`src/design/perf_types_pkg.sv`:
```
package perf_types_pkg;

	// event counters
	typedef logic [31:0] perf_count_t; // saturates at all ones

	localparam int unsigned PERF_EVENTS = 3; // hit, miss, writeback

	// counter select, carried in comm_i[1:0]
	typedef enum logic [1:0] {
		SEL_HIT = 2'd0,
		SEL_MISS = 2'd1,
		SEL_WRITEBACK = 2'd2
	} perf_sel_t;

endpackage

```
`src/design/cache_performance_controller.sv`:
```
`timescale 1ns/10ps

module cache_performance_controller import perf_types_pkg::*; (
	input logic clock_i,
	input logic rst_n_i,

	// event strobes from controller
	input logic hit_i,
	input logic miss_i,
	input logic writeback_i,

	// comm port
	input logic [31:0] comm_i, // [31] clear, [1:0] select
	output logic [31:0] comm_o
);

perf_count_t count_q [PERF_EVENTS];
logic [PERF_EVENTS-1:0] event_w;
perf_sel_t sel_w;
perf_count_t sel_count;

assign event_w = {writeback_i, miss_i, hit_i}; // same order as perf_sel_t
assign sel_w = perf_sel_t'(comm_i[1:0]);

// counters
// ----------------------------------------------------------------------
always_ff @(posedge clock_i) begin
	if (!rst_n_i || comm_i[31]) begin
		for (int i = 0; i < PERF_EVENTS; i++) count_q[i] <= '0;
	end else begin
		for (int i = 0; i < PERF_EVENTS; i++) begin
			// hold at max rather than wrap
			if (event_w[i] && (count_q[i] != '1)) count_q[i] <= count_q[i] + 1'b1;
		end
	end
end

// readback
// ----------------------------------------------------------------------
always_comb begin
	case (sel_w)
		SEL_HIT: sel_count = count_q[SEL_HIT];
		SEL_MISS: sel_count = count_q[SEL_MISS];
		SEL_WRITEBACK: sel_count = count_q[SEL_WRITEBACK];
		default: sel_count = '0; // code 3 unused
	endcase
end

always_ff @(posedge clock_i) begin
	if (!rst_n_i) comm_o <= '0;
	else comm_o <= sel_count; // one cycle behind comm_i
end

endmodule

```
`config.mk`:
```
export PLATFORM = sky130hd
export DESIGN_NAME = cache_performance_controller
export DESIGN_NICKNAME = d
export VERILOG_FILES = /design/src/design/perf_types_pkg.sv /design/src/design/cache_performance_controller.sv
export SDC_FILE = /design/constraint.sdc
export NUM_CORES = 1
export LEC_CHECK = 0
export BUFFER_PORTS_ARGS = -buffer_cell sky130_fd_sc_hd__buf_4
export CELL_PAD_IN_SITES_DETAIL_PLACEMENT = 0
export CELL_PAD_IN_SITES_GLOBAL_PLACEMENT = 1
export CORE_MARGIN = 1
export CORE_UTILIZATION = 41
export CTS_CLUSTER_DIAMETER = 200
export DETAILED_ROUTE_END_ITERATION = 6
export PLACE_DENSITY = 0.83
export SYNTH_ARGS = -nofsm -noshare
export SYNTH_HDL_FRONTEND = slang
export SYNTH_SLANG_ARGS = --single-unit
```
`constraint.sdc`:
```
create_clock -name clock_i -period 3.1 [get_ports clock_i]
set_input_delay 0.62 -clock clock_i [delete_from_list [all_inputs] [get_ports clock_i]]
set_output_delay 0.62 -clock clock_i [all_outputs]
set_load 0.05 [all_outputs]
```
==> impl_metrics.yaml <==
sta:
  fmax_mhz: 393
  drv_slew: 0
  finalSetupViolCount: 0
  rsz0062_at_grt: "false"
  worst_clock_skew_ns: 0.00686
  finalSetupTns_ns: 0
  fin_crit_sh: 0.820
  final.min_clock_period_ns: 2.54
  worst_pin_slew_ns: 1.17
  setup_slack_ns: 0.557
  relSlewSlack: 0.217
  final_hold_viol_count: 0
critical_path:
  ff2ff_path_depth: 7
  crit_fanout: 50
  cp-start-kind: "flip-flop"
  ff2ff_setup_slack_ns: 0.56
  worstPathCellList: "ha_1 > nand3_1 > nor4_4 > a41oi_1 > a22oi_2 > buf_12 > a21oi_1"
  critPathRequiredTime_ns: 3.24
  crit_type: "reg -> reg"
  critPathCaptureType: "flip-flop"
  critPathSlowestCell: "edfxtp_1"
  cp.arrival_ns: 2.69
  slowest_delay_ns: 0.40
finish:
  finalNetCount: 727
  finalInstanceArea_um2: 7860
  drive_gt1_frac: 0.122
  antenna_cells: 0
  layout_commonest_cell: "edfxtp_1"
  areaGrowthSynthToFinish_pct: 16.2
  layoutNonFillerInstCount: 914
  layout_common_cells: "edfxtp_1 (96), a21oi_1 (92), xor2_1 (65), nand2_1 (58), buf_4 (50)"
  fillers: 1486
global_routing:
  grt_max_degree: 97
  grt_overflow: 0
  grt_usage: 0.205
  grt_pass1_wl_mm: 26.7
  antenna_found_initial: 0
  grt_pass1_vias: 5192
drt:
  num_vias: 5170
  drc_errors: 0
  drt_wl_total_mm: 16.4
  via_per_inst: 5.66
  drt-initial-drc-count: 498
  antenna_left: 0
  wl_per_cell_um: 18.0
  dr.pass1.iters: 7
clock_network:
  clock_path_buffers: 2
  cts.clk_slew.worst_paths_ns: 0.05
  cts_made_buffers: 17
  cts_tree: "done"
  clkSinkCount: 128
  post_cts_buffers: 0
  hold_buffers: 0
  htree_levels: 4
  clk_latency_ns: 0.42
  cts_root_buf: "clkbuf_16"
  cts-resized-gates: 0
placement:
  placed_cell_area_um2: 7330
  dp.cells: 884
  dp_hpwl_mm: 10.9
  port_buffers: 39
  dp_slack_ns: 0.562
  globalplace.congestion: 0.829
die:
  dieWidth_um: 130
  floorplan.initialDensity: 0.423
  ios: 69
  core_um2: 16000
  die_h_um: 130
  rows: 46
  dieArea_um2: 17000
logic_synthesis:
  synth.ff_latch_count: 128
  seq_area_frac_synth: 0.521
  syn_nets: 692
  synthDistinctLibCells: 36
  avgSynthCellArea_um2: 10.4
  yosysWarnings: 0
  synthCells: 652
  syn_area_um2: 6770
run_status:
  status: "completed"
pwr:
  peakVddDrop_mv: 0.399
  p_leak_nw: 2.87
  pwr_density_cell_nw_per_um2: 549
  power_w: 0.00432
run:
  cap_violations: 0
worst_hold_path:
  min_path_cells: 1
  hold_path_class: "reg -> reg"
[cell families after synthesis]
family,after synthesis,share of synthesized area
and+or+nand+nor,224,0.179
adders and majority gates,3,0.00555
AOI/OAI and AO/OA,133,0.103
DFF,128,0.521
buffers and inverters,43,0.0288
muxes,32,0.0473
xor gates and xnor gates,89,0.115
[metrics by stage]
stage               utilization  hold slack (ns)
floorplan                     -            0.575
global placement          0.458            0.603
detailed placement        0.458            0.607
CTS                       0.491            0.615
global route              0.491            0.642
finish                    0.491            0.612
[worst paths after layout]
check	start	endpoint
worst min-delay path	count_q[0][32]$_SDFFCE_PN0P_	count_q[0][32]$_SDFFCE_PN0P_
worst max-delay path	count_q[0][64]$_SDFFCE_PN0P_	count_q[0][45]$_SDFFCE_PN0P_
worst max register to register	count_q[0][64]$_SDFFCE_PN0P_	count_q[0][45]$_SDFFCE_PN0P_
worst min register to register	count_q[0][32]$_SDFFCE_PN0P_	count_q[0][32]$_SDFFCE_PN0P_
[critical path, delay by kind of cell, from the launching register on]
kind,cells,cell delay (ns)
buf+inv,1,0.28
fa+ha+maj,1,0.26
compound gates,3,0.79
simple gates,2,0.52
flops,1,0.40
[layout make-up]
type	instances	area, um2	area share
Timing Repair Buffer	54	455	0.0579
Tap cell	216	270	0.0344
Clock buffer	29	531	0.0675
Inverter	5	18.8	0.00239
Multi-Input combinational cell	481	3060	0.389
Sequential cell	128	3520	0.448
Clock inverter	1	5.00	0.000636
[synthesized netlist by cell type, drive strengths merged]
master	n	share of area
a22oi	2	0.0030
nand4	33	0.031
o211ai	1	0.0018
mux2i	32	0.047
edfxtp	96	0.43
nand3b	1	0.0011
ha	3	0.0055
a21bo	1	0.0015
xnor2	24	0.031
nor3	7	0.0052
and4	8	0.010
o21ai	33	0.024
nor2	16	0.0089
buf	14	0.013
a41oi	1	0.0013
nand2b	1	0.00092
a21oi	92	0.068
nand3	39	0.029
and3	17	0.016
nor4	5	0.0078
xor2	65	0.084
nand2	58	0.032
nand4b	2	0.0026
dfxtp	32	0.095
and2	34	0.031
clkbuf	24	0.013
inv	5	0.0028
or3	1	0.00092
nor2b	2	0.0018
a21boi	3	0.0033
[per-layer routing]
metal | part of all wire | wire length (um) | GRT usage
met1 | 0.44 | 7200 | 0.268
met2 | 0.49 | 8110 | 0.328
met3 | 0.045 | 744 | 0.0423
met4 | 0.023 | 374 | 0.0953
met5 | 0 | 0 | 0
[sequential cells by signal (all words and copies together), names as in the netlist]
register and flops:
count_q 96, comm_o 32
[power by group]
group	total, W	switching, W	internal [W]
sequential	0.00210	0.000128	0.00197
combinational	0.000404	0.000256	0.000148
clock	0.00182	0.000676	0.00114
Power figures use the tool's default switching activity.
