File: src/include/cache_macros.svh
`ifndef CACHE_MACROS_SVH
`define CACHE_MACROS_SVH

// address geometry
// ----------------------------------------------------------------------
`define BW_WORD_ADDR 16 // core issues word addresses
`define BW_BLOCK 2 // four words per block
`define BW_SET 4 // sixteen sets

// whatever is left above set and word is tag
`define BW_TAG (`BW_WORD_ADDR - `BW_SET - `BW_BLOCK)

// capacity
// ----------------------------------------------------------------------
`define CACHE_BLOCK_CAPACITY 32 // blocks over both ways

`endif

File: src/design/cache_types_pkg.sv
`include "cache_macros.svh"

package cache_types_pkg;

	// address fields
	// ------------------------------------------------------------------
	typedef logic [`BW_WORD_ADDR-1:0] word_addr_t; // full core word address
	typedef logic [`BW_TAG-1:0] tag_t; // upper address bits
	typedef logic [`BW_SET-1:0] set_idx_t; // set select
	typedef logic [`BW_BLOCK-1:0] word_idx_t; // word within block

	// payload and way
	typedef logic [31:0] data_t;
	typedef logic way_t; // two ways, so one bit

	// controller FSM
	// ------------------------------------------------------------------
	typedef enum logic [2:0] {
		IDLE, // waiting on a fresh request
		LOOKUP, // tag compare, data read issued
		RESPOND, // done pulse to core
		WRITEBACK, // dirty victim out to memory
		FILL, // block in from memory
		UPDATE // tag install and write merge
	} ctrl_state_t;

endpackage

File: src/design/tag_memory_2way.sv
`timescale 1ns/10ps
`include "cache_macros.svh"

module tag_memory_2way import cache_types_pkg::*; (
	input logic clock_i,
	input logic rst_n_i,

	// lookup address
	input set_idx_t set_i,
	input tag_t tag_i,

	// updates from controller
	input logic tag_we_i, // install tag_i into way_i
	input way_t way_i,
	input logic dirty_set_i, // mark way_i dirty
	input logic lru_touch_i, // way_i becomes most recent

	// compare results
	output logic hit_o,
	output way_t hit_way_o,
	output way_t victim_way_o, // LRU way of the set
	output tag_t victim_tag_o,
	output logic victim_dirty_o
);

localparam int unsigned SETS = `CACHE_BLOCK_CAPACITY / 2; // two blocks per set

// state arrays
// ----------------------------------------------------------------------
tag_t tag_q [2][SETS];
logic valid_q [2][SETS];
logic dirty_q [2][SETS];
way_t lru_q [SETS]; // holds the least recent way

logic hit_w0, hit_w1;

// both ways compared in parallel
assign hit_w0 = valid_q[0][set_i] && (tag_q[0][set_i] == tag_i);
assign hit_w1 = valid_q[1][set_i] && (tag_q[1][set_i] == tag_i);

assign hit_o = hit_w0 | hit_w1;
assign hit_way_o = hit_w1; // way 0 unless way 1 matched

// victim is strictly the LRU way
assign victim_way_o = lru_q[set_i];
assign victim_tag_o = tag_q[victim_way_o][set_i];
assign victim_dirty_o = valid_q[victim_way_o][set_i] & dirty_q[victim_way_o][set_i];

// updates
// ----------------------------------------------------------------------
always_ff @(posedge clock_i) begin
	if (!rst_n_i) begin
		tag_q <= '{default: '0};
		valid_q <= '{default: 1'b0}; // whole cache invalid
		dirty_q <= '{default: 1'b0};
		lru_q <= '{default: 1'b0}; // way 0 goes first
	end else begin
		if (tag_we_i) begin
			tag_q[way_i][set_i] <= tag_i;
			valid_q[way_i][set_i] <= 1'b1;
			dirty_q[way_i][set_i] <= 1'b0; // fresh block matches memory
		end
		if (dirty_set_i) dirty_q[way_i][set_i] <= 1'b1; // wins over the clear
		if (lru_touch_i) lru_q[set_i] <= ~way_i; // other way now LRU
	end
end

endmodule

File: config.mk
export PLATFORM = sky130hd
export DESIGN_NAME = tag_memory_2way
export DESIGN_NICKNAME = d
export VERILOG_FILES = /design/src/design/cache_types_pkg.sv /design/src/design/tag_memory_2way.sv
export VERILOG_INCLUDE_DIRS = /design/src /design/src/include
export SDC_FILE = /design/constraint.sdc
export NUM_CORES = 1
export LEC_CHECK = 0
export ABC_AREA = 0
export BUFFER_PORTS_ARGS = -buffer_cell sky130_fd_sc_hd__buf_2
export CAP_MARGIN = 20
export CORE_MARGIN = 5
export CORE_UTILIZATION = 50
export DETAILED_ROUTE_END_ITERATION = 6
export PLACE_DENSITY = 0.66
export SKIP_LAST_GASP = 1
export SLEW_MARGIN = 40
export SYNTH_ARGS = -nofsm -noshare
export SYNTH_HDL_FRONTEND = slang
export SYNTH_SLANG_ARGS = --single-unit
File: constraint.sdc
create_clock -name clock_i -period 6.53 [get_ports clock_i]
set_input_delay 0 -clock clock_i [delete_from_list [all_inputs] [get_ports clock_i]]
set_output_delay 0 -clock clock_i [all_outputs]
set_load 0.005 [all_outputs]
==> Implementation_results.wiki <==
{| class="wikitable"
! Metric !! Value
|-
| First-pass DRT Iterations || 7
|-
| Total grt overflow || 0
|-
| Seq pwr share || 47.9%
|-
| Dominant cell type by area after synthesis || dfxtp_1
|-
| Number of distinct library cells after synthesis || 47
|-
| Via count of the first global-routing pass || 14790
|-
| Fill cell instance count of the final layout || 3422
|-
| Share of final-layout standard cells stronger than drive strength 1 || 12.7%
|-
| Share of async-settable or async-resettable flops after synthesis || 0%
|-
| Synthesized cell area || 19300 um2
|-
| Number of top-level pins || 34
|-
| Power Density || 247 nW/um2
|-
| X dimension of the die || 206 um
|-
| Post-DR vias/cell || 6.01
|-
| Actual slew at the worst max-slew pin || 881 ps
|-
| Slack of the critical path || 2210 ps
|-
| Shortest period the worst path allows || 4320 ps
|-
| Htree depth || 2
|-
| Antenna viol nets, final || 0
|-
| Worst max-slew margin expressed relative to the limit || 41.3%
|-
| Final hold violation count || 0
|-
| Die ar. || 42500 um2
|-
| Dpl ws || 2470 ps
|-
| Number of max-capacitance violations reported || 0
|-
| Largest vdd supply drop || 0.000178 V
|-
| Clock network fraction of total power || 45.3%
|-
| Number of warnings issued by yosys || 0
|-
| Proportion of total power due to net switching || 23.9%
|-
| Die Ht || 206 um
|-
| Number of buffers inserted during clock tree synthesis || 44
|-
| Sequential cell area fraction in the yosys report || 41.6%
|-
| Class of the most critical hold timing path || input port to flop
|-
| Number of buffers on the longest clock path || 3
|-
| Initial DRC count || 1551
|-
| CP bufs+invs || 2
|-
| CTS tree || built
|-
| Number of enable-type register cells in the synthesized netlist || 0
|-
| Overall power of the completed layout || 5.16 mW
|-
| # DRC || 5
|-
| Share of the synthesized area in the top cell type || 41.6%
|-
| Internal Power || 3.93 mW
|-
| Violations in the final reports || design-rule violations
|-
| Combinational Power Share || 6.8%
|-
| Vias || 15613
|-
| Post-route clock skew || 0 ps
|-
| Setup repair after global routing missed its margin || no
|-
| Crit share post-route || 66.1%
|-
| Clock tree root driver cell || clkbuf_16
|-
| CP startpoint kind || flop
|-
| Gp weighted congestion || 0.948
|-
| Post-Syn Nets || 2186
|-
| Cells taking the most area after synthesis || dfxtp_1 42%, nand2_1 15%, a21boi_0 13%
|-
| Static leakage || 6.76 nW
|-
| Data required time at the worst endpoint || 6530 ps
|-
| Number of synthesized register bits || 400
|-
| Hold Slack || 31.6 ps
|-
| Maximum number of pins on one net before global-route repair || 209
|-
| Maximum cell stage delay along the critical path || 600 ps
|-
| Switching power || 1.23 mW
|-
| Placed standard-cell area || 19500 um2
|-
| Total half-perimeter wirelength after legalization and detailed placement || 37600 um
|-
| Max Slew Vio Count || 0
|-
| Post-synth top flop || dfxtp_1
|-
| Top delay family on crit path || multiplexers
|-
| Total global-route track usage || 27.3%
|-
| Starting density of the core || 50.9%
|-
| Wire length per cell || 22.6 um
|-
| Wire length of the first global-routing pass || 89200 um
|-
| Cell with the largest stage delay on the worst path || mux2_2
|-
| Maximum clock rate || 232 MHz
|-
| Placeable Area || 37800 um2
|-
| Number of antenna violations at the first check in global routing || 0
|-
| Row count || 71
|-
| Relative area change from synthesis to final layout || 8.37%
|-
| Kind of critical path || flop to output pin
|-
| Worst-path maximum fanout || 58
|-
| Crit. End Element || output pin
|-
| CTS sink cnt || 400
|-
| Final setup violation count || 0
|-
| Final sum of negative setup slack || 0 ps
|-
| Post-CTS resize count || 0
|-
| Syn avg cell area || 8.89 um2
|-
| Register Area || 8010 um2
|-
| Gate count of the mapped netlist || 2166
|-
| Buffers on Ports || 33
|-
| Layout Cell Area excl Fill || 20900 um2
|-
| Critical Path AT || 4320 ps
|-
| Final #Nets || 2079
|-
| Area of combinational cells with multiple inputs || 10400 um2
|-
| Total wirelength of the detailed-routed design || 58700 um
|-
| Clock-pin transition on the worst setup and hold timing paths || 60 ps
|-
| Diodes inserted || 0
|-
| CP Cell Sequence || mux4_2, mux2i_4, mux2_2, inv_4, mux2_2, o22ai_1, a221oi_1, o22ai_1, nor4_1, buf_2
|-
| Result of the run || complete, but fails checks
|-
| Clock insertion delay at the later pin of the skew report || 570 ps
|}
==> cell type report <==
class	count	share of cell area (%)
multi-input cells	1552	49.9
flip-flops and latches	400	38.4
inverters	3	0.0660
clock inverters	9	0.252
repair buffers	58	2.19
well taps	511	3.06
clock buffers	64	6.12
==> final timing paths <==
path | start | end | slack, ps | depth (start not counted)
max | lru_q[0] | victim_dirty_o | 2210 | 10
min | tag_i[7] | tag_q[187] | 30 | 4
max reg2reg | lru_q[12] | lru_q[12] | 5360 | 2
min reg2reg | valid_q[14] | valid_q[14] | 460 | 1
==> cells in the final DEF, fill, tap and decap left out, types with 16 or more instances in the layout <==
cell type | Yosys | layout
buf_2 | 28 | 27
nand3_1 | 22 | 22
mux4_2 | 104 | 104
o21a_1 | 32 | 32
a21oi_1 | 35 | 35
clkbuf_16 | 0 | 45
a22oi_1 | 16 | 16
mux2i_1 | 41 | 41
nand2_1 | 748 | 748
dfxtp_1 | 400 | 400
a32oi_1 | 20 | 20
nor2_2 | 0 | 33
a21boi_0 | 326 | 326
nor2b_1 | 35 | 35
buf_4 | 13 | 17
nor2_1 | 63 | 30
==> worst reg2reg max path, stage by stage (launching register included) <==
cell and delay, ps:
dfxtp_1 310, o211a_1 210, dlygate4sd3_1 540
==> Yosys cell counts, types with 6 or more instances <==
master / instances
nand2_1: 748
xnor2_1: 10
mux4_1: 9
clkbuf_1: 162
mux4_2: 104
a21boi_0: 326
dfxtp_1: 400
a21oi_1: 35
o211a_1: 10
a32oi_1: 20
xor2_1: 8
or3_1: 8
nand2b_1: 7
mux2i_1: 41
mux2_2: 8
or4_1: 7
nor2b_1: 35
o21ai_0: 8
nor2_1: 63
o21a_1: 32
a22oi_1: 16
nand3_1: 22
buf_4: 13
buf_1: 6
buf_2: 28
==> through the flow <==
step                      utilization (%)  cells
after floorplan                         -   2166
after global placement               51.0   2515
after detailed placement             51.4   2517
after CTS                            55.1   2597
after global routing                 55.1   2597
final                                55.1   2597
==> power by group through the flow <==
| stage | clock (mW) | sequential (mW) | combinational [mW] |
|---|---|---|---|
| 2_1_floorplan | 0 | 2.52 | 0.246 |
| 4_1_cts | 2.37 | 2.47 | 0.345 |
| 3_5_place_dp | 0 | 2.53 | 0.340 |
| 3_3_place_gp | 0 | 2.53 | 0.331 |
| 5_1_grt | 2.47 | 2.47 | 0.369 |
| 6_report | 2.34 | 2.47 | 0.351 |
==> layer usage <==
layer	GRT usage [%]	share of wire (%)	vias to the layer above
li1	-	-	7176
met1	39.1	44	7722
met2	42.6	45	597
met3	5.01	7.9	118
met4	8.01	3.1	0
met5	0	0	-
==> registers in the layout, summed over array words and instances, names as in the netlist <==
register  cells
lru_q        16
dirty_q      32
valid_q      32
tag_q       320
==> logic make-up (layout without fill, tap and decap cells) <==
kind of cell,Yosys count,in the layout,synth area share [%]
simple gates,902,902,18.7
compound gates,469,469,18.1
flops,400,400,41.6
buf+inv,214,134,4.73
mux,163,163,16.1
xor+xnor,18,18,0.819
==> what timing repair did <==
action	CTS	global route
hold buffers	7	0
setup buffers	0	0
endpoints found under the hold margin	129	0
(Power assumes the default switching activity.)
