$ cat src/include/cache_macros.svh
`ifndef CACHE_MACROS_SVH
`define CACHE_MACROS_SVH

// address geometry
// ----------------------------------------------------------------------
`define BW_WORD_ADDR 16 // core issues word addresses
`define BW_BLOCK 2 // four words per block
`define BW_SET 4 // sixteen sets

// whatever is left above set and word is tag
`define BW_TAG (`BW_WORD_ADDR - `BW_SET - `BW_BLOCK)

// capacity
// ----------------------------------------------------------------------
`define CACHE_BLOCK_CAPACITY 32 // blocks over both ways

`endif

$ cat src/design/cache_types_pkg.sv
`include "cache_macros.svh"

package cache_types_pkg;

	// address fields
	// ------------------------------------------------------------------
	typedef logic [`BW_WORD_ADDR-1:0] word_addr_t; // full core word address
	typedef logic [`BW_TAG-1:0] tag_t; // upper address bits
	typedef logic [`BW_SET-1:0] set_idx_t; // set select
	typedef logic [`BW_BLOCK-1:0] word_idx_t; // word within block

	// payload and way
	typedef logic [31:0] data_t;
	typedef logic way_t; // two ways, so one bit

	// controller FSM
	// ------------------------------------------------------------------
	typedef enum logic [2:0] {
		IDLE, // waiting on a fresh request
		LOOKUP, // tag compare, data read issued
		RESPOND, // done pulse to core
		WRITEBACK, // dirty victim out to memory
		FILL, // block in from memory
		UPDATE // tag install and write merge
	} ctrl_state_t;

endpackage

$ cat src/design/cache_2way_controller.sv
`timescale 1ns/10ps

module cache_2way_controller import cache_types_pkg::*; (
	input logic clock_i,
	input logic rst_n_i,

	// core side
	input logic core_req_i,
	input logic core_rw_i, // 1 write, 0 read
	input tag_t core_tag_i,
	input set_idx_t core_set_i,
	input word_idx_t core_word_i,
	input data_t core_data_i,
	output logic core_done_o,
	output logic core_hit_o,
	output data_t core_data_o,

	// tag memory
	input logic tag_hit_i,
	input way_t tag_hit_way_i,
	input way_t tag_victim_way_i,
	input tag_t tag_victim_tag_i,
	input logic tag_victim_dirty_i,
	output logic tag_we_o,
	output way_t tag_way_o,
	output logic tag_dirty_set_o,
	output logic tag_lru_touch_o,

	// data memory
	output way_t cache_mem_way_o,
	output word_idx_t cache_mem_word_o,
	output logic cache_mem_we_o,
	output data_t cache_mem_data_o,
	input data_t cache_mem_data_i,

	// wishbone master
	output logic wb_cyc_o,
	output logic wb_stb_o,
	output logic wb_we_o,
	output word_addr_t wb_adr_o,
	output data_t wb_dat_o,
	input data_t wb_dat_i,
	input logic wb_ack_i,

	// perf events
	output logic flag_hit_o,
	output logic flag_miss_o,
	output logic flag_writeback_o
);

ctrl_state_t state_q, state_d;
word_idx_t word_cnt_q; // block word on the bus
logic hit_q; // lookup result, shown at done
logic drop_wait_q; // core still holds the old request
way_t victim_way_q;
tag_t victim_tag_q;

logic lookup_w, hit_w, bus_active, last_word;

assign lookup_w = (state_q == LOOKUP);
assign hit_w = lookup_w & tag_hit_i;
assign bus_active = (state_q == WRITEBACK) || (state_q == FILL);
assign last_word = (word_cnt_q == '1);

// next state
// ----------------------------------------------------------------------
always_comb begin
	state_d = state_q;
	case (state_q)
		IDLE: if (core_req_i && !drop_wait_q) state_d = LOOKUP;
		LOOKUP: begin
			if (tag_hit_i) state_d = RESPOND;
			else if (tag_victim_dirty_i) state_d = WRITEBACK; // evict first
			else state_d = FILL;
		end
		WRITEBACK: if (wb_ack_i && last_word) state_d = FILL;
		FILL: if (wb_ack_i && last_word) state_d = UPDATE;
		UPDATE: state_d = RESPOND;
		RESPOND: state_d = IDLE;
		default: state_d = IDLE;
	endcase
end

always_ff @(posedge clock_i) begin
	if (!rst_n_i) begin
		state_q <= IDLE;
		word_cnt_q <= '0;
		hit_q <= 1'b0;
		drop_wait_q <= 1'b0;
	end else begin
		state_q <= state_d;
		if (lookup_w) begin
			hit_q <= tag_hit_i;
			word_cnt_q <= '0; // every burst starts at word 0
		end else if (bus_active && wb_ack_i) begin
			word_cnt_q <= word_cnt_q + 1'b1; // wraps between writeback and fill
		end
		if (state_q == RESPOND) drop_wait_q <= 1'b1;
		else if (!core_req_i) drop_wait_q <= 1'b0;
	end
end

// victim held for the whole miss
always_ff @(posedge clock_i) begin
	if (lookup_w) begin
		victim_way_q <= tag_victim_way_i;
		victim_tag_q <= tag_victim_tag_i;
	end
end

// data memory steering
// ----------------------------------------------------------------------
always_comb begin
	cache_mem_way_o = victim_way_q;
	cache_mem_word_o = core_word_i;
	cache_mem_we_o = 1'b0;
	cache_mem_data_o = core_data_i;
	case (state_q)
		LOOKUP: begin
			// hit accesses the word, miss preloads victim word 0
			cache_mem_way_o = tag_hit_i ? tag_hit_way_i : tag_victim_way_i;
			cache_mem_word_o = tag_hit_i ? core_word_i : '0;
			cache_mem_we_o = tag_hit_i & core_rw_i;
		end
		WRITEBACK: begin
			// read one word ahead so wb_dat_o is ready after ack
			cache_mem_word_o = wb_ack_i ? word_cnt_q + 1'b1 : word_cnt_q;
		end
		FILL: begin
			cache_mem_word_o = word_cnt_q;
			cache_mem_we_o = wb_ack_i;
			cache_mem_data_o = wb_dat_i;
		end
		UPDATE: cache_mem_we_o = core_rw_i; // merge store, or read for respond
		default: ;
	endcase
end

// tag memory strobes
assign tag_way_o = lookup_w ? tag_hit_way_i : victim_way_q;
assign tag_we_o = (state_q == UPDATE);
assign tag_lru_touch_o = hit_w || (state_q == UPDATE);
assign tag_dirty_set_o = core_rw_i & (hit_w || (state_q == UPDATE));

// wishbone
// ----------------------------------------------------------------------
assign wb_cyc_o = bus_active;
assign wb_stb_o = bus_active;
assign wb_we_o = (state_q == WRITEBACK);
assign wb_adr_o = {(state_q == WRITEBACK) ? victim_tag_q : core_tag_i, core_set_i, word_cnt_q};
assign wb_dat_o = cache_mem_data_i;

// core response
assign core_done_o = (state_q == RESPOND);
assign core_hit_o = core_done_o & hit_q;
assign core_data_o = cache_mem_data_i;

// perf events, one per access in lookup
assign flag_hit_o = hit_w;
assign flag_miss_o = lookup_w & ~tag_hit_i;
assign flag_writeback_o = lookup_w & ~tag_hit_i & tag_victim_dirty_i;

endmodule

$ cat config.mk
export PLATFORM = sky130hd
export DESIGN_NAME = cache_2way_controller
export DESIGN_NICKNAME = d
export VERILOG_FILES = /design/src/design/cache_types_pkg.sv /design/src/design/cache_2way_controller.sv
export VERILOG_INCLUDE_DIRS = /design/src /design/src/include
export SDC_FILE = /design/constraint.sdc
export NUM_CORES = 1
export LEC_CHECK = 0
export ABC_AREA = 1
export BUFFER_PORTS_ARGS = -buffer_cell sky130_fd_sc_hd__buf_2
export CELL_PAD_IN_SITES_DETAIL_PLACEMENT = 0
export CELL_PAD_IN_SITES_GLOBAL_PLACEMENT = 1
export CORE_ASPECT_RATIO = 1.4
export CORE_MARGIN = 1
export CORE_UTILIZATION = 18
export DETAILED_ROUTE_END_ITERATION = 10
export GPL_TIMING_DRIVEN = 0
export PLACE_DENSITY = 0.93
export SETUP_SLACK_MARGIN = 0.02
export SYNTH_ARGS = -nofsm -noshare
export SYNTH_HDL_FRONTEND = slang
export SYNTH_SLANG_ARGS = --single-unit
$ cat constraint.sdc
create_clock -name clock_i -period 2 [get_ports clock_i]
set_input_delay 0.4 -clock clock_i [delete_from_list [all_inputs] [get_ports clock_i]]
set_output_delay 0.4 -clock clock_i [all_outputs]
set_load 0.05 [all_outputs]
==> impl_metrics.csv, run 1 <==
group,metric,value,unit
sta,holdWs,325,ps
detailed_routing,maxUsedRoutingLayer,"met5",
clocking,h-tree-depth,1,
detailed_routing,routedWlPerCell,11.7,µm
critical_path,cpMostUsedCell,"nand2_1",
floorplanning,die-area,0.0112,mm²
detailed_routing,wl_met2,4090,µm
sta,maxSlewHeadroom,80.4,%
sta,finalSetupViolCount,0,
critical_path,worstPathCellList,"nand2_1 > nor2_4 > clkbuf_4 > nand2_1 > nand2_1 > buf_2",
logic_synthesis,synth_top_area_cell,"nand2_1",
cells_and_area,syn2layout_area_growth,82.6,%
global_routing,grt-ovfl-total,0,
critical_path,start_kind,"flop",
job,cap_violations,0,
floorplanning,rows,44,
pwr,irDropWorstVdd,781,µV
cells_and_area,antenna_cells,0,
clocking,clk_pin_slew,50,ps
cells_and_area,final_common_cell,"buf_2",
cells_and_area,layout-drive-gt1-share,60.1,%
critical_path,crit_type,"flop to primary output",
sta,fin_skew,2.78,ps
detailed_routing,firstDrtPassIters,4,
detailed_routing,wl_met3,1210,µm
global_routing,antenna_found_initial,1,
detailed_routing,initialDrtViolationCount,31,
critical_path,slowest_stage,"dfxtp_4",
detailed_routing,met1Wirelength,2540,µm
detailed_routing,drc,0,
logic_synthesis,yosysSeqAreaShare,24.3,%
clocking,cts_inserted_buffers,3,
cells_and_area,post-route-util,33.9,%
logic_synthesis,syn_avg_cell_area,6.26,µm²
critical_path,worstPathMaxFanout,10,
detailed_routing,vias,2560,
floorplanning,die_x,89.6,µm
placement,hpwl,6780,µm
detailed_routing,avgViaCountPerCell,3.76,
clocking,cts_sinks,18,
global_routing,grt_max_degree,11,
worst_hold_path,min_path_type,"primary input to flop",
outcome,status,"finished clean",
sta,finalCriticalPeriod,1900,ps
critical_path,critPathRequiredTime,1600,ps
pwr,p_leak,2.16,nW
sta,hold_viol,0,
clocking,cts-root-buf,"clkbuf_16",
floorplanning,die_h,125,µm
logic_synthesis,synth_area,0.00193,mm²
clocking,cts_tree,"built",
placement,io_buffers,221,
critical_path,critPathBufInv,2,
global_routing,grt_usage,12.4,%
floorplanning,coreArea,0.0104,mm²
clocking,clkLatencyLatePin,250,ps
placement,globalplace.congestion,0.837,
logic_synthesis,synth_cell_types,23,
detailed_routing,drtAntennaViolNets,0,
sta,worstMarginPinSlew,295,ps
critical_path,end_kind,"primary output",
cells_and_area,mostFrequentLayoutCells,"183 x buf_2, 150 x nand2_1, 110 x buf_4, 18 x inv_1, 12 x nor2_1",
logic_synthesis,synth_area_leaders,"nand2_1 29%, buf_4 27%, edfxtp_1 17%",
sta,clock.fmax,527,MHz
clocking,holdBufCountCts,0,
logic_synthesis,ys_ff_latch,18,
logic_synthesis,yosysWarnings,0,
sta,rsz0062_at_grt,"yes",
detailed_routing,wl,7930,µm
sta,post-route-period-util,95.0,%
logic_synthesis,synth.net_count,441,
logic_synthesis,synth_cells,309,
logic_synthesis,synth_top_area_share,29.3,%
sta,slew_violations,0,
clocking,cts_buffer_depth,2,
global_routing,grt_pass1_wl,10600,µm
critical_path,critPathMaxStageDelay,380,ps
floorplanning,io_pins,259,
critical_path,crit_family,"buffers and inverters",
pwr,powerDensity,1110,mW/mm²
critical_path,cp.arrival,1500,ps
floorplanning,start_util,18.6,%
cells_and_area,final_nets,675,
global_routing,grt_pass1_vias,2278,
[final cells by class]
cell class	count	area, µm²
clock inverters	1	3.75
well taps	138	173
plain buffers	79	597
fillers	1175	6870
repair buffers	229	1280
multi-input cells	192	840
inverters	20	82.6
clock buffers	3	75.1
flip-flops and latches	18	478
[worst register-to-register path, cell delays in order (launching register included)]
cell and delay, ps:
dfxtp_4 360, inv_1 90, nand2_4 80, nor2_4 170, buf_4 140, buf_4 170, nand2_1 70, nand3_1 70
nor2_1 40, nor2_1 80
[logic make-up after synthesis]
logic type | synth area share, %
AO/OA/AOI/OAI | 3.43
adder cells (fa/ha/maj) | 0.647
XOR/XNOR | 0.453
buffers and inverters | 34.3
AND/OR/NAND/NOR | 36.9
flip-flops | 24.3
[routing by layer]
metal | up-vias | global-route usage (%)
li1 | 1333 | -
met1 | 1060 | 11.0
met2 | 157 | 24.6
met3 | 8 | 5.70
met4 | 2 | 1.96
met5 | - | 0
[flip-flops by register name, summed over array words and instances, names as in the netlist]
| register | flops |
|---|---|
| victim_tag_q | 10 |
| state_q | 3 |
| word_cnt_q | 2 |
| drop_wait_q | 1 |
| hit_q | 1 |
| victim_way_q | 1 |
[through the flow]
step	setup slack, ps	power (mW)	std cells	setup TNS [ps]	area (µm²)
floorplan	24.0	2.65	309	0	1960
global placement	-106	3.24	668	-253	3240
detailed placement	-125	3.25	668	-312	3240
CTS	20.5	3.80	675	0	3410
global route	7.63	4.16	680	0	3530
finish	101	3.93	680	0	3530
[where the power goes]
group          total [mW]  switching, mW  internal, mW
logic                2.96           2.06         0.902
clock network       0.404          0.138         0.266
registers           0.569         0.0534         0.515
[cell usage after synthesis (all sizes together)]
library cell	instances
xor2	1
nand2	153
o21ai	1
a22oi	1
a31oi	1
dfxtp	7
nor2	17
buf	79
nand3b	1
ha	1
a21oi	7
clkinv	1
o22ai	2
inv	19
edfxtp	11
nand3	6
nor3	1
[worst paths after layout]
path | to | depth (start not counted) | from | slack, ps
setup / recovery | wb_adr_o[13] | 6 | state_q[0] | 100
hold / removal | victim_tag_q[1] | 1 | tag_victim_tag_i[1] | 330
setup reg to reg | state_q[2] | 9 | state_q[1] | 680
hold reg to reg | drop_wait_q | 2 | drop_wait_q | 460
[repair_timing]
item / 4_1_cts / 5_1_grt
setup buffers: 3 / 5
setup endpoints to repair: 48 / 38
gates cloned: 0 / 0
gates resized for setup: 27 / 47
pin swaps: 1 / 4
(Power assumes the default switching activity.)
==> run 2: changes to the inputs <==
- ABC_CLOCK_PERIOD_IN_PS: unset -> 2000
- PLACE_DENSITY: 0.93 -> 0.82
==> impl_metrics.csv, run 2 (synthesis results as in run 1) <==
group,metric,value,unit
outcome,status,"finished clean",
worst_hold_path,min_path_type,"primary input to flop",
global_routing,grt_pass1_wl,11100,µm
floorplanning,start_util,18.6,%
critical_path,crit_type,"flop to primary output",
critical_path,worstPathMaxFanout,7,
job,cap_violations,0,
sta,holdWs,327,ps
sta,slew_violations,0,
global_routing,grt_pass1_vias,2381,
pwr,power.total,3.99,mW
critical_path,critPathRequiredTime,1600,ps
clocking,clk_pin_slew,50,ps
detailed_routing,drc,0,
detailed_routing,wl,8300,µm
sta,finalSetupViolCount,0,
clocking,cts_inserted_buffers,3,
clocking,clkLatencyLatePin,250,ps
placement,placedCellCount,668,
detailed_routing,firstDrtPassIters,4,
pwr,irDropWorstVdd,1070,µV
clocking,cts-root-buf,"clkbuf_16",
clocking,h-tree-depth,1,
critical_path,crit_family,"simple AND/OR/NAND/NOR gates",
cells_and_area,post-route-util,34.5,%
floorplanning,coreArea,0.0104,mm²
detailed_routing,vias,2639,
global_routing,grt_usage,13.0,%
pwr,powerDensity,1110,mW/mm²
critical_path,critPathBufInv,2,
global_routing,grt_max_degree,11,
sta,clock.fmax,517,MHz
placement,io_buffers,221,
placement,hpwl,6950,µm
floorplanning,die_h,125,µm
floorplanning,die_x,89.6,µm
cells_and_area,largest_register_ffs,10,
critical_path,cp.arrival,1530,ps
sta,fin_skew,4.76,ps
placement,globalplace.congestion,0.821,
clocking,cts_sinks,18,
detailed_routing,drtAntennaViolNets,0,
cells_and_area,top_regs,"victim_tag_q x10, state_q x3, word_cnt_q x2",
cells_and_area,layout-drive-gt1-share,61.0,%
detailed_routing,avgViaCountPerCell,3.86,
floorplanning,die-area,0.0112,mm²
pwr,p_leak,2.17,nW
sta,post-route-period-util,96.6,%
clocking,cts_tree,"built",
cells_and_area,syn2layout_area_growth,85.6,%
critical_path,worstPathCellList,"inv_1 > nand2_4 > nor2_4 > nand2_1 > a31oi_2 > buf_4",
sta,finalCriticalPeriod,1930,ps
critical_path,slowest_stage,"dfxtp_4",
floorplanning,io_pins,259,
global_routing,antenna_found_initial,2,
detailed_routing,routedWlPerCell,12.1,µm
sta,maxSlewHeadroom,79.5,%
cells_and_area,largest_register,"victim_tag_q",
sta,worstMarginPinSlew,310,ps
critical_path,end_kind,"primary output",
cells_and_area,fin_cells,683,
sta,rsz0062_at_grt,"yes",
detailed_routing,initialDrtViolationCount,49,
cells_and_area,final_common_cell,"buf_2",
sta,hold_viol,0,
critical_path,critPathMaxStageDelay,360,ps
critical_path,start_kind,"flop",
global_routing,grt-ovfl-total,0,
clocking,cts_buffer_depth,2,
cells_and_area,mostFrequentLayoutCells,"185 x buf_2, 147 x nand2_1, 87 x buf_4, 26 x clkbuf_4, 18 x inv_1",
cells_and_area,final_nets,677,
floorplanning,rows,44,
## run 2: changes by cell type in the layout (fill, tap and decap cells not counted), sizes merged
cell / change
buf: -16
clkbuf: +18
diode: +1
## run 2: area by class of cell
class	count	area (µm²)
repair buffers	231	1320
diodes	1	2.50
clock buffers	3	75.1
multi-input cells	192	856
fillers	1137	6820
clock inverters	1	3.75
well taps	138	173
plain buffers	79	598
inverters	20	82.6
flip-flops and latches	18	479
## run 2: report_power, final
group | switching (mW) | internal, mW | total, mW
combinational | 2.10 | 0.927 | 3.03
sequential | 0.0582 | 0.517 | 0.575
clock | 0.128 | 0.265 | 0.393
total | 2.28 | 1.71 | 3.99
## run 2: path summary, 6_finish.rpt
path | end | cells past startpoint | slack [ps] | start
max reg2reg | victim_tag_q[2] | 5 | 660 | state_q[1]
min | victim_tag_q[1] | 1 | 330 | tag_victim_tag_i[1]
min reg2reg | drop_wait_q | 2 | 460 | drop_wait_q
max | cache_mem_way_o | 6 | 70 | state_q[1]
## run 2: what timing repair did
item | CTS | global route
setup buffers | 5 | 5
pin swaps | 2 | 4
hold endpoints to repair | 0 | 0
setup endpoints to repair | 48 | 42
hold buffers | 0 | 0
resized for setup | 13 | 63
## run 2: through the flow
| stage | setup WS (ps) | instance area, µm² | TNS (ps) |
|---|---|---|---|
| after floorplan | 24.0 | 1960 | 0 |
| after global placement | -81.6 | 3240 | -179 |
| after detailed placement | -127 | 3240 | -325 |
| after CTS | 29.8 | 3390 | 0 |
| after global routing | -2.19 | 3590 | -2.19 |
| final | 67.5 | 3590 | 0 |
## run 2: layer usage
layer / part of all wire, % / routed length [µm] / GRT usage (%) / up-vias
met5: 0.16 / 13 / 0 / -
met4: 0.24 / 20 / 1.49 / 2
met3: 14 / 1150 / 5.90 / 4
met1: 34 / 2830 / 12.5 / 1129
li1: - / - / - / 1342
met2: 52 / 4280 / 25.0 / 162
==> run 3: changes to the inputs <==
- MAX_ROUTING_LAYER: unset -> met4
==> impl_metrics.csv, run 3 (synthesis results as in run 1) <==
group,metric,value,unit
outcome,status,"finished clean",
global_routing,grt_max_degree,11,
clocking,cts-root-buf,"clkbuf_16",
critical_path,end_kind,"primary output",
cells_and_area,fin_cells,683,
detailed_routing,initialDrtViolationCount,49,
critical_path,start_kind,"flop",
floorplanning,die_x,89.6,µm
pwr,powerDensity,1110,mW/mm²
clocking,cts_tree,"built",
worst_hold_path,min_path_type,"primary input to flop",
critical_path,critPathRequiredTime,1600,ps
cells_and_area,mostFrequentLayoutCells,"187 x buf_2, 150 x nand2_1, 83 x buf_4, 28 x clkbuf_4, 18 x inv_1",
global_routing,grt-ovfl-total,0,
critical_path,cp-startpoint,"state_q[1]",
critical_path,cp.arrival,1520,ps
sta,clock.fmax,521,MHz
clocking,cts_sinks,18,
global_routing,grt_pass1_vias,2377,
sta,finalCriticalPeriod,1920,ps
critical_path,crit_type,"flop to primary output",
cells_and_area,syn2layout_area_growth,83.9,%
cells_and_area,final_nets,676,
critical_path,r2r_start,"state_q[1]",
detailed_routing,wl,8230,µm
placement,io_buffers,221,
cells_and_area,largest_register_ffs,10,
job,cap_violations,0,
clocking,cts_buffer_depth,2,
cells_and_area,final_common_cell,"buf_2",
global_routing,antenna_found_initial,2,
clocking,cts_inserted_buffers,3,
detailed_routing,avgViaCountPerCell,3.87,
detailed_routing,firstDrtPassIters,4,
clocking,clk_pin_slew,50,ps
detailed_routing,vias,2644,
sta,maxSlewHeadroom,79.3,%
floorplanning,rows,44,
floorplanning,io_pins,259,
floorplanning,start_util,18.6,%
placement,globalplace.congestion,0.833,
detailed_routing,drtAntennaViolNets,0,
sta,holdWs,327,ps
detailed_routing,routedWlPerCell,12.1,µm
critical_path,worstPathMaxFanout,5,
worst_hold_path,hp-start,"tag_victim_tag_i[1]",
sta,worstMarginPinSlew,312,ps
cells_and_area,largest_register,"victim_tag_q",
pwr,irDropWorstVdd,1060,µV
floorplanning,die-area,0.0112,mm²
floorplanning,coreArea,0.0104,mm²
global_routing,grt_usage,13.4,%
sta,slew_violations,0,
pwr,power.total,3.95,mW
sta,rsz0062_at_grt,"yes",
global_routing,grt_pass1_wl,11100,µm
sta,finalSetupViolCount,0,
cells_and_area,layout-drive-gt1-share,60.4,%
sta,fin_skew,3.29,ps
placement,placedCellCount,668,
cells_and_area,top_regs,"victim_tag_q x10, state_q x3, word_cnt_q x2",
sta,post-route-period-util,95.9,%
clocking,h-tree-depth,1,
pwr,p_leak,2.16,nW
detailed_routing,drc,0,
placement,hpwl,6950,µm
floorplanning,die_h,125,µm
sta,hold_viol,0,
clocking,clkLatencyLatePin,240,ps
run 3: metrics by stage:
| stage | setup WS, ps | util (%) | setup TNS [ps] | area (µm²) |
|---|---|---|---|---|
| final | 82.0 | 34.2 | 0 | 3560 |
| after global routing | -0.877 | 34.2 | -0.877 | 3560 |
| after CTS | 29.8 | 32.6 | 0 | 3390 |
| after detailed placement | -127 | 31.1 | -325 | 3240 |
| after global placement | -81.6 | 31.1 | -179 | 3240 |
| after floorplan | 24.0 | - | 0 | 1960 |
run 3: layout make-up:
class / instances / area (µm²)
Fill cell: 1135 / 6850
Timing Repair Buffer: 230 / 1290
Multi-Input combinational cell: 192 / 848
Buffer: 79 / 598
Sequential cell: 18 / 477
Tap cell: 138 / 173
Inverter: 20 / 82.6
Clock buffer: 3 / 75.1
Antenna cell: 2 / 5.00
Clock inverter: 1 / 3.75
run 3: timing repair:
| action | 4_1_cts | 5_1_grt |
|---|---|---|
| pin swaps | 2 | 2 |
| gates resized for setup | 13 | 53 |
| cloned | 0 | 0 |
| hold buffers | 0 | 0 |
| setup endpoints to repair | 48 | 42 |
| buffers inserted | 5 | 4 |
run 3: critical path, stage by stage, from the launching register on:
cell	delay, ps
dfxtp_2	350
inv_1	100
nand2_4	80
nor2_4	130
buf_4	150
nand2_1	90
a31oi_2	210
buf_6	180
run 3: power by group:
part / switching [mW] / total (mW) / internal (mW) / leakage [nW]
Sequential: 0.0586 / 0.573 / 0.515 / 0.160
Clock: 0.127 / 0.392 / 0.265 / 0.0385
Combinational: 2.09 / 2.99 / 0.898 / 1.96
run 3: final timing paths:
check	cells past startpoint	slack [ps]	end
worst min register to register	2	460	drop_wait_q
worst max register to register	8	750	state_q[2]
worst max-delay path	7	80	cache_mem_way_o
worst min-delay path	1	330	victim_tag_q[1]
run 3: metal layers:
metal,share of wire [%],vias to the layer above,GRT usage [%],wire [µm]
met5,0,-,-,0
met4,0.26,0,1.49,21
met3,14,2,5.77,1140
met2,51,162,25.1,4230
met1,34,1138,12.7,2840
li1,-,1342,-,-
